===== src/source/vga_pkg.sv =====
package vga_pkg;

  // horizontal timing in pixels
  localparam int H_VISIBLE     = 16;
  localparam int H_FRONT_PORCH = 2;
  localparam int H_SYNC_PULSE  = 3;
  localparam int H_BACK_PORCH  = 3;
  localparam int H_WHOLE_LINE  = H_VISIBLE + H_FRONT_PORCH + H_SYNC_PULSE + H_BACK_PORCH;

  // vertical timing in lines
  localparam int V_VISIBLE     = 12;
  localparam int V_FRONT_PORCH = 1;
  localparam int V_SYNC_PULSE  = 2;
  localparam int V_BACK_PORCH  = 1;
  localparam int V_WHOLE_FRAME = V_VISIBLE + V_FRONT_PORCH + V_SYNC_PULSE + V_BACK_PORCH;

  // sync pulse windows, end is exclusive
  localparam int H_SYNC_START = H_VISIBLE + H_FRONT_PORCH;
  localparam int H_SYNC_END   = H_SYNC_START + H_SYNC_PULSE;
  localparam int V_SYNC_START = V_VISIBLE + V_FRONT_PORCH;
  localparam int V_SYNC_END   = V_SYNC_START + V_SYNC_PULSE;

  localparam int FB_WORDS = H_VISIBLE * V_VISIBLE;

  // pixel context fifo
  localparam int FIFO_ADDR_BITS       = 3;
  localparam int FIFO_DEPTH           = 1 << FIFO_ADDR_BITS;
  localparam int FIFO_ALMOST_FULL_BUF = 2;

  // rgb444
  typedef logic [11:0] color_t;
  typedef logic [7:0]  fb_addr_t;
  typedef logic [4:0]  col_t;
  typedef logic [3:0]  row_t;

  // metadata that travels next to an outstanding read
  typedef struct packed {
    logic     visible;
    logic     vsync;
    logic     hsync;
    fb_addr_t addr;
  } pixel_ctx_t;

  typedef struct packed {
    pixel_ctx_t ctx;
    color_t     color;
  } pixel_out_t;

  typedef struct packed {
    fb_addr_t araddr;
    logic     arvalid;
  } fb_rd_req_t;

  typedef struct packed {
    color_t rdata;
    logic   rvalid;
  } fb_rd_rsp_t;

endpackage

===== src/source/vga_fb_top.sv =====
`timescale 1ns/1ps

module vga_fb_top (
  input  logic                clk,
  input  logic                reset,
  input  logic                enable,
  output logic                valid,
  output vga_pkg::pixel_out_t pixel,
  input  logic                wr_en,
  input  vga_pkg::fb_addr_t   wr_addr,
  input  vga_pkg::color_t     wr_data
);

  // frame-buffer read channel
  vga_pkg::fb_rd_req_t rd_req;
  vga_pkg::fb_rd_rsp_t rd_rsp;
  logic                arready;
  logic                rready;

  vga_fb_pixel_stream stream (
    .clk    (clk),
    .reset  (reset),
    .enable (enable),
    .valid  (valid),
    .pixel  (pixel),
    .rd_req (rd_req),
    .arready(arready),
    .rd_rsp (rd_rsp),
    .rready (rready)
  );

  fb_sram fb (
    .clk    (clk),
    .reset  (reset),
    .wr_en  (wr_en),
    .wr_addr(wr_addr),
    .wr_data(wr_data),
    .rd_req (rd_req),
    .arready(arready),
    .rd_rsp (rd_rsp),
    .rready (rready)
  );

endmodule


===== src/source/fb_sram.sv =====
`timescale 1ns/1ps

module fb_sram (
  input  logic                clk,
  input  logic                reset,
  input  logic                wr_en,
  input  vga_pkg::fb_addr_t   wr_addr,
  input  vga_pkg::color_t     wr_data,
  input  vga_pkg::fb_rd_req_t rd_req,
  output logic                arready,
  output vga_pkg::fb_rd_rsp_t rd_rsp,
  input  logic                rready
);

  vga_pkg::color_t mem [vga_pkg::FB_WORDS];

  logic            valid_s1;
  logic            valid_s2;
  vga_pkg::color_t data_s1;
  vga_pkg::color_t data_s2;

  // the pipeline only moves while the master takes responses
  assign arready = rready;

  always_ff @(posedge clk) begin
    if (wr_en && (wr_addr < vga_pkg::FB_WORDS)) begin
      mem[wr_addr] <= wr_data;
    end
  end

  always_ff @(posedge clk) begin
    if (reset) begin
      valid_s1 <= 1'b0;
      valid_s2 <= 1'b0;
    end else if (rready) begin
      valid_s1 <= rd_req.arvalid;
      valid_s2 <= valid_s1;
    end
  end

  // same-cycle write still returns the old word here
  always_ff @(posedge clk) begin
    if (rready) begin
      data_s1 <= mem[rd_req.araddr];
      data_s2 <= data_s1;
    end
  end

  assign rd_rsp.rvalid = valid_s2;
  assign rd_rsp.rdata  = data_s2;

endmodule


===== src/source/vga_fb_pixel_stream.sv =====
`timescale 1ns/1ps

module vga_fb_pixel_stream (
  input  logic                clk,
  input  logic                reset,
  input  logic                enable,
  output logic                valid,
  output vga_pkg::pixel_out_t pixel,
  output vga_pkg::fb_rd_req_t rd_req,
  input  logic                arready,
  input  vga_pkg::fb_rd_rsp_t rd_rsp,
  output logic                rready
);

  typedef enum logic {
    IDLE,
    READING
  } rd_state_t;

  // raster position
  logic              raster_visible;
  logic              raster_hsync;
  logic              raster_vsync;
  vga_pkg::col_t     raster_column;
  vga_pkg::row_t     raster_row;
  logic              raster_inc;
  vga_pkg::fb_addr_t raster_addr;

  // stage one, one clock behind the raster
  logic                enable_p1;
  logic                inc_p1;
  vga_pkg::pixel_ctx_t ctx_p1;

  // read issue
  rd_state_t         state;
  rd_state_t         next_state;
  logic              read_start;
  logic              read_accepted;
  logic              read_done;
  vga_pkg::fb_addr_t araddr_q;

  // context fifo
  logic                fifo_almost_full;
  logic                fifo_empty;
  logic                fifo_r_inc;
  vga_pkg::pixel_ctx_t fifo_head;

  // a visible position moves on only once its read is started
  assign raster_inc = read_start ||
                      (!fifo_almost_full && !raster_visible && enable);

  vga_sync sync (
    .clk    (clk),
    .reset  (reset),
    .enable (raster_inc),
    .visible(raster_visible),
    .hsync  (raster_hsync),
    .vsync  (raster_vsync),
    .column (raster_column),
    .row    (raster_row)
  );

  assign raster_addr = vga_pkg::fb_addr_t'(raster_row * vga_pkg::H_VISIBLE + raster_column);

  always_ff @(posedge clk) begin
    if (reset) begin
      enable_p1 <= 1'b0;
      inc_p1    <= 1'b0;
    end else begin
      enable_p1 <= enable;
      inc_p1    <= raster_inc;
    end
  end

  always_ff @(posedge clk) begin
    ctx_p1.visible <= raster_visible;
    ctx_p1.hsync   <= raster_hsync;
    ctx_p1.vsync   <= raster_vsync;
    ctx_p1.addr    <= raster_addr;
  end

  assign read_accepted = rd_req.arvalid && arready;
  assign read_done     = rd_rsp.rvalid && rready;

  always_comb begin
    next_state = state;
    read_start = 1'b0;

    // stage one only matches the raster when the raster held last clock
    if (enable_p1 && ctx_p1.visible && !inc_p1 && !fifo_almost_full) begin
      if (state == IDLE || read_accepted) begin
        read_start = 1'b1;
      end
    end

    case (state)
      IDLE: begin
        if (read_start) begin
          next_state = READING;
        end
      end
      READING: begin
        if (read_accepted && !read_start) begin
          next_state = IDLE;
        end
      end
      default: next_state = IDLE;
    endcase
  end

  always_ff @(posedge clk) begin
    if (reset) begin
      state <= IDLE;
    end else begin
      state <= next_state;
    end
  end

  always_ff @(posedge clk) begin
    if (read_start) begin
      araddr_q <= ctx_p1.addr;
    end
  end

  // arvalid is high for as long as a request waits for arready
  assign rd_req.arvalid = (state == READING);
  assign rd_req.araddr  = araddr_q;

  always_ff @(posedge clk) begin
    if (reset) begin
      rready <= 1'b1;
    end
  end

  // w_full left open, almost-full stalls the raster first
  sync_fifo ctx_fifo (
    .clk          (clk),
    .reset        (reset),
    .w_inc        (inc_p1),
    .w_data       (ctx_p1),
    .w_full       (),
    .w_almost_full(fifo_almost_full),
    .r_inc        (fifo_r_inc),
    .r_data       (fifo_head),
    .r_empty      (fifo_empty)
  );

  // blank pixels drain at once, visible ones wait for their word
  assign fifo_r_inc = !fifo_empty && (fifo_head.visible ? read_done : 1'b1);

  always_ff @(posedge clk) begin
    if (reset) begin
      valid <= 1'b0;
    end else begin
      valid <= fifo_r_inc;
    end
  end

  always_ff @(posedge clk) begin
    if (fifo_r_inc) begin
      pixel.ctx   <= fifo_head;
      pixel.color <= fifo_head.visible ? rd_rsp.rdata : '0;
    end
  end

endmodule


===== src/source/sync_fifo.sv =====
`timescale 1ns/1ps

module sync_fifo (
  input  logic                clk,
  input  logic                reset,
  input  logic                w_inc,
  input  vga_pkg::pixel_ctx_t w_data,
  output logic                w_full,
  output logic                w_almost_full,
  input  logic                r_inc,
  output vga_pkg::pixel_ctx_t r_data,
  output logic                r_empty
);

  vga_pkg::pixel_ctx_t mem [vga_pkg::FIFO_DEPTH];

  // one extra bit tells a full buffer from an empty one
  logic [vga_pkg::FIFO_ADDR_BITS:0] w_ptr;
  logic [vga_pkg::FIFO_ADDR_BITS:0] r_ptr;
  logic [vga_pkg::FIFO_ADDR_BITS:0] count;

  logic do_write;
  logic do_read;

  assign count    = w_ptr - r_ptr;
  assign do_write = w_inc && !w_full;
  assign do_read  = r_inc && !r_empty;

  always_ff @(posedge clk) begin
    if (reset) begin
      w_ptr <= '0;
      r_ptr <= '0;
    end else begin
      if (do_write) begin
        w_ptr <= w_ptr + 1'b1;
      end
      if (do_read) begin
        r_ptr <= r_ptr + 1'b1;
      end
    end
  end

  always_ff @(posedge clk) begin
    if (do_write) begin
      mem[w_ptr[vga_pkg::FIFO_ADDR_BITS-1:0]] <= w_data;
    end
  end

  // head word is visible before the pop
  assign r_data = mem[r_ptr[vga_pkg::FIFO_ADDR_BITS-1:0]];

  assign r_empty = (w_ptr == r_ptr);
  assign w_full  = (count == vga_pkg::FIFO_DEPTH);

  // raised once fewer than FIFO_ALMOST_FULL_BUF slots are free
  assign w_almost_full = (count > vga_pkg::FIFO_DEPTH - vga_pkg::FIFO_ALMOST_FULL_BUF);

endmodule


===== src/source/vga_sync.sv =====
`timescale 1ns/1ps

module vga_sync (
  input  logic          clk,
  input  logic          reset,
  input  logic          enable,
  output logic          visible,
  output logic          hsync,
  output logic          vsync,
  output vga_pkg::col_t column,
  output vga_pkg::row_t row
);

  logic line_end;
  logic frame_end;

  assign line_end  = (column == vga_pkg::col_t'(vga_pkg::H_WHOLE_LINE - 1));
  assign frame_end = (row == vga_pkg::row_t'(vga_pkg::V_WHOLE_FRAME - 1));

  // column walks the line, row steps once per wrapped line
  always_ff @(posedge clk) begin
    if (reset) begin
      column <= '0;
      row    <= '0;
    end else if (enable) begin
      if (line_end) begin
        column <= '0;
        if (frame_end) begin
          row <= '0;
        end else begin
          row <= row + 1'b1;
        end
      end else begin
        column <= column + 1'b1;
      end
    end
  end

  // decode from the current position
  always_comb begin
    visible = (column < vga_pkg::H_VISIBLE) && (row < vga_pkg::V_VISIBLE);

    // both syncs are active low
    hsync = !((column >= vga_pkg::H_SYNC_START) && (column < vga_pkg::H_SYNC_END));
    vsync = !((row >= vga_pkg::V_SYNC_START) && (row < vga_pkg::V_SYNC_END));
  end

endmodule


===== config.mk =====
export PLATFORM = sky130hd
export DESIGN_NAME = vga_fb_top
export DESIGN_NICKNAME = d
export VERILOG_FILES = /design/src/source/vga_pkg.sv /design/src/source/vga_fb_top.sv /design/src/source/fb_sram.sv /design/src/source/vga_fb_pixel_stream.sv /design/src/source/sync_fifo.sv /design/src/source/vga_sync.sv
export SDC_FILE = /design/constraint.sdc
export NUM_CORES = 2
export LEC_CHECK = 0
export BUFFER_PORTS_ARGS = -buffer_cell sky130_fd_sc_hd__clkbuf_2
export CORE_ASPECT_RATIO = 0.9
export CORE_MARGIN = 4
export CORE_UTILIZATION = 45
export DETAILED_ROUTE_END_ITERATION = 16
export GPL_ROUTABILITY_DRIVEN = 0
export PLACE_DENSITY = 0.59
export SYNTH_ARGS = -nofsm -noshare
export SYNTH_HDL_FRONTEND = slang
export SYNTH_HIERARCHICAL = 1
export SYNTH_SLANG_ARGS = --single-unit
export TNS_END_PERCENT = 1

===== constraint.sdc =====
create_clock -name clk -period 4.85 [get_ports clk]
set_input_delay 0.2425 -clock clk [delete_from_list [all_inputs] [get_ports clk]]
set_output_delay 0.2425 -clock clk [all_outputs]
set_load 0.03 [all_outputs]

* Yosys cells after proc, flatten, opt, wreduce, memory -nomap -nowiden
Memory sizes are Yosys's and may differ from the RTL's. A register that Yosys moved wholly into a read port is not among the register bits. Index checks and enable logic that the tools add are counted.
Operators by class: add/sub/neg operators 6, $lt $le $gt $ge 8, equal/unequal tests 4, muxes and demuxes 13, bitwise logic cells 1, reductions and logical operators 23
Operator list (count):
- $logic_and 1x1->1 | 13
- $add 4x1->4 const B | 3
- $lt 5x5->1 const B | 2
- $add 8x5->8 | 1
- $eq 4x4->1 const B | 2
- $logic_not 1->1 | 8
- $lt 4x4->1 const B | 2
- $lt 8x8->1 const B | 1
- $mux 1 | 8
- $mux 3 | 2
- $add 5x1->5 const B | 1
- $eq 5x5->1 const B | 1
- $ge 5x5->1 const B | 1
- $mux 5 | 1
- $eq 4x4->1 | 1
- $ge 4x4->1 const B | 1
- $gt 4x3->1 const B | 1
- $mux 4 | 1
- $sub 4x4->4 | 1
- $pmux 1 s2 | 1
- $reduce_and 2->1 | 1
- $logic_or 1x1->1 | 1
- $not 1->1 | 1
Storage, ports and cells: flip-flop bits (word level) 77, bits in writable memories 2392, input bits 24, output and inout bits 24, logic and storage cells 78, memories 2
Memories:
- fb.mem | depth 192, width 12, read ports 1, clocked after Yosys merged registers in 1, write ports 1, line fb_sram.sv:15 | vga_pkg::color_t mem [vga_pkg::FB_WORDS];
- stream.ctx_fifo.mem | depth 8, width 11, read ports 1, clocked after Yosys merged registers in 1, write ports 1, line sync_fifo.sv:15 | vga_pkg::pixel_ctx_t mem [vga_pkg::FIFO_DEPTH];

* Longest topological paths before layout
depth in word-level cells 9, mapped depth 13, gate-level depth less buffers 12

* Hierarchy
The synthesis kept the hierarchy.
By module, submodules not included:
- fb_sram | instances 1, cells each 4120, area an instance 90219.0 um^2, sequential area each 69947.1 um^2
- sync_fifo | instances 1, cells each 211, area an instance 3991.3 um^2, sequential area each 2862.7 um^2
- vga_fb_pixel_stream | instances 1, cells each 80, area an instance 1467.7 um^2, sequential area each 1231.2 um^2
- vga_sync | instances 1, cells each 58, area an instance 488.0 um^2, sequential area each 180.2 um^2

* Least setup slack after synthesis
Ideal clock, no wire load.
path type register to register, start point register (tool-made name), end point register (tool-made name), library setup time 0.126 ns, arrival 3.707 ns, required time 4.724 ns, setup slack 1.017 ns, stages on the path, launching flop included 9, buffers on the path 2, clock period less this slack 3.833 ns, path through dfxtp_1 > buf_2 > mux4_2 > mux2_2 > clkbuf_1 > a21oi_1 > o21ai_0 > xor2_1 > nor2_1

==> results.sh <==
export IMPL_outcome="finished, final reports clean"
export IMPL_slowest_stage="a31oi_1"
export IMPL_fin_util_pct=51.6
export IMPL_drt_iter0_drc=6349
export IMPL_rsz0062_at_grt="false"
export IMPL_layout_common_cells="edfxtp_1, mux4_2, buf_4"
export IMPL_seq_area_frac_synth_pct=77.2
export IMPL_drive_above_1_share_pct=26.3
export IMPL_numPortBuffers=47
export IMPL_power_frac_seq_pct=53.5
export IMPL_cts_root_buf="clkbuf_16"
export IMPL_fin_nets=4879
export IMPL_wl_met1_um=109000
export IMPL_maxUsedRoutingLayer="met5"
export IMPL_dr_pass1_iters=6
export IMPL_die_w_um=495
export IMPL_path_class="flop to flop"
export IMPL_crit_family="multiplexers"
export IMPL_viasPerCell=6.10
export IMPL_endpoint_kind="flop"
export IMPL_insertion_delay_ns=0.87
export IMPL_vdd_drop_max_mv=0.352
export IMPL_fp_row_count=160
export IMPL_crit_required_ns=5.45
export IMPL_synth_seq_cells=2484
export IMPL_ioPinCount=48
export IMPL_cts_buffer_depth=3
export IMPL_cts_sinks=2484
export IMPL_syn_nets=4505
export IMPL_clk_pin_slew_ns=0.07
export IMPL_area_delta_synth_final_pct=13.7
export IMPL_track_usage_pct=23.3
export IMPL_combPwrFrac_pct=4.5
export IMPL_hp_class="input port to flop"
export IMPL_power_w=0.0443
export IMPL_ant_nets=0
export IMPL_grt_pass1_wl_um=366000
export IMPL_drc=0
export IMPL_fmax_mhz=262
export IMPL_h_tree_depth=4
export IMPL_p_sw_share_pct=21.0
export IMPL_cts_setup_buffers=0
export IMPL_yosysUniqueCellTypes=79
export IMPL_finalHoldViolations=0
export IMPL_fp_dieArea_um2=221000
export IMPL_synth_edff_count=2447
export IMPL_crit_chain="buf_12, buf_12, mux4_2, mux4_2, nor2b_1, a31oi_1, a31o_2, nand4_1"
export IMPL_drv_cap=0
export IMPL_tns_ns=0
export IMPL_worstPathMaxFanout=68
export IMPL_multiInputGateArea_um2=20500
export IMPL_syn_instance_count=4469
export IMPL_finalMaxSlewViolations=0
export IMPL_crit_arrival_ns=4.41
export IMPL_core_um2=212000
export IMPL_route_met3_wl_um=24600
export IMPL_power_switching_w=0.00931
export IMPL_routed_wl_um=258000
export IMPL_routed_wl_met2_um=118000
export IMPL_gr_total_overflow=0
export IMPL_slew_headroom_pct=12.7
export IMPL_async_flop_share_pct=0
export IMPL_cp_num_buf_inv=2
export IMPL_clkPwrFrac_pct=42.0
export IMPL_min_period_over_period_pct=78.6
export IMPL_cellPowerDensity_nw_per_um2=405
export IMPL_yosys_warnings=6
export IMPL_grt_pass1_vias=47300
export IMPL_fin_skew_ns=0.0410
export IMPL_wire_per_inst_um=32.7
export IMPL_start_kind="flop"
export IMPL_p_leak_nw=34.4
export IMPL_numCtsBuffers=235
export IMPL_initial_utilization_pct=45.4
export IMPL_p_int_w=0.0350
export IMPL_fin_crit_ns=3.81
export IMPL_die_h_um=447
export IMPL_via_count=48100
export IMPL_dpl_hpwl_um=155000
export IMPL_cts_tree="done"
export IMPL_tightest_slew_ns=1.31
export IMPL_synth_avg_cell_area_um2=21.5
export IMPL_synthFlopType="edfxtp_1"
export IMPL_setup_viol=0
export IMPL_fillCellCount=16600
export IMPL_cp_slowest_stage_delay_ns=0.64
export IMPL_synth_cell_area_um2=96200
export IMPL_final_common_cell="edfxtp_1"
export IMPL_antenna_found_initial=14
export IMPL_grt_max_degree=174
export IMPL_regArea_um2=74200
area by class of cell:
| type | instances | area share, % |
|---|---|---|
| clock inverter | 137 | 1.38 |
| antenna | 3 | 0.00687 |
| inverter | 15 | 0.0584 |
| sequential | 2484 | 67.9 |
| clock buffer | 304 | 5.73 |
| tap | 2835 | 3.25 |
| multi-input combinational | 1723 | 18.7 |
| timing repair buffer | 384 | 2.96 |
layer usage:
| layer | vias up | global-route usage, % |
|---|---|---|
| met1 | 25800 | 35.1 |
| met2 | 2369 | 35.0 |
| met5 | - | 0 |
| met3 | 383 | 4.96 |
| met4 | 2 | 5.92 |
| li1 | 19500 | - |
power groups by stage:
stage	registers, W	clock network (W)	logic, W
2_1_floorplan	0.0241	0	0.00108
3_3_place_gp	0.0241	0	0.00198
3_5_place_dp	0.0241	0	0.00200
4_1_cts	0.0237	0.0189	0.00201
5_1_grt	0.0237	0.0198	0.00211
6_report	0.0237	0.0186	0.00201
path summary, 6_finish.rpt:
check	startpoint	to	slack, ns	cells after the start
max	stream/araddr_q[0]	fb/data_s1[5]	1.04	8
min	wr_data[1]	fb/mem[88][1]	0.006	1
max reg2reg	stream/araddr_q[0]	fb/data_s1[5]	1.04	8
min reg2reg	stream/sync/column[0]	stream/ctx_p1[0]	0.42	0
cells in the mapped netlist (28+ instances only):
master / count / area share [%]
mux2_2: 33 / 0.39
mux4_2: 564 / 13
and2_1: 28 / 0.18
nor2_1: 255 / 1.0
a21oi_1: 53 / 0.28
mux2i_1: 223 / 2.3
edfxtp_1: 2447 / 76
dfxtp_1: 37 / 0.77
clkbuf_1: 103 / 0.40
nand3_1: 46 / 0.24
nor3_1: 35 / 0.18
o221ai_1: 63 / 0.57
buf_2: 57 / 0.30
o22ai_1: 67 / 0.44
buf_6: 56 / 0.66
nand2_1: 101 / 0.39
cells by family (layout without fill, tap and decap cells):
kind of cell,Yosys count,after routing,synth area share (%)
other,1,4,0.00390
DFF,2484,2484,77.2
adders and majority gates,12,12,0.164
and+or+nand+nor,546,546,2.56
muxes,820,820,15.9
buffers and inverters,262,840,1.62
AOI/OAI and AO/OA,334,334,2.47
xor gates and xnor gates,10,10,0.0911
per-stage QoR:
step | hold WS (ns) | instances | area, µm² | setup slack [ns]
after floorplan | 0.312 | 4469 | 96200 | 1.02
after global placement | 0.412 | 7427 | 101000 | 0.850
after detailed placement | 0.413 | 7428 | 101000 | 1.10
after CTS | 0.00245 | 7882 | 109000 | 1.07
after global routing | 0.0231 | 7884 | 109000 | 0.930
final | 0.00566 | 7885 | 109000 | 1.04
state kept, by name, indices dropped and copies added, names as in the netlist, 4 cells and up, named ones only:
| name | count |
|---|---|
| stream/pixel | 23 |
| stream/ctx_fifo/r_ptr | 4 |
| stream/sync/row | 4 |
| stream/ctx_fifo/mem | 88 |
| stream/ctx_fifo/w_ptr | 4 |
| stream/araddr_q | 8 |
| fb/mem | 2304 |
| stream/ctx_p1 | 11 |
| fb/data_s2 | 12 |
| stream/sync/column | 5 |
| fb/data_s1 | 12 |
repair_timing:
| action | in CTS | in global routing |
|---|---|---|
| gates resized for setup | 0 | 0 |
| hold endpoints to repair | 494 | 0 |
| hold buffers | 13 | 0 |
Power figures use the tool's default switching activity.
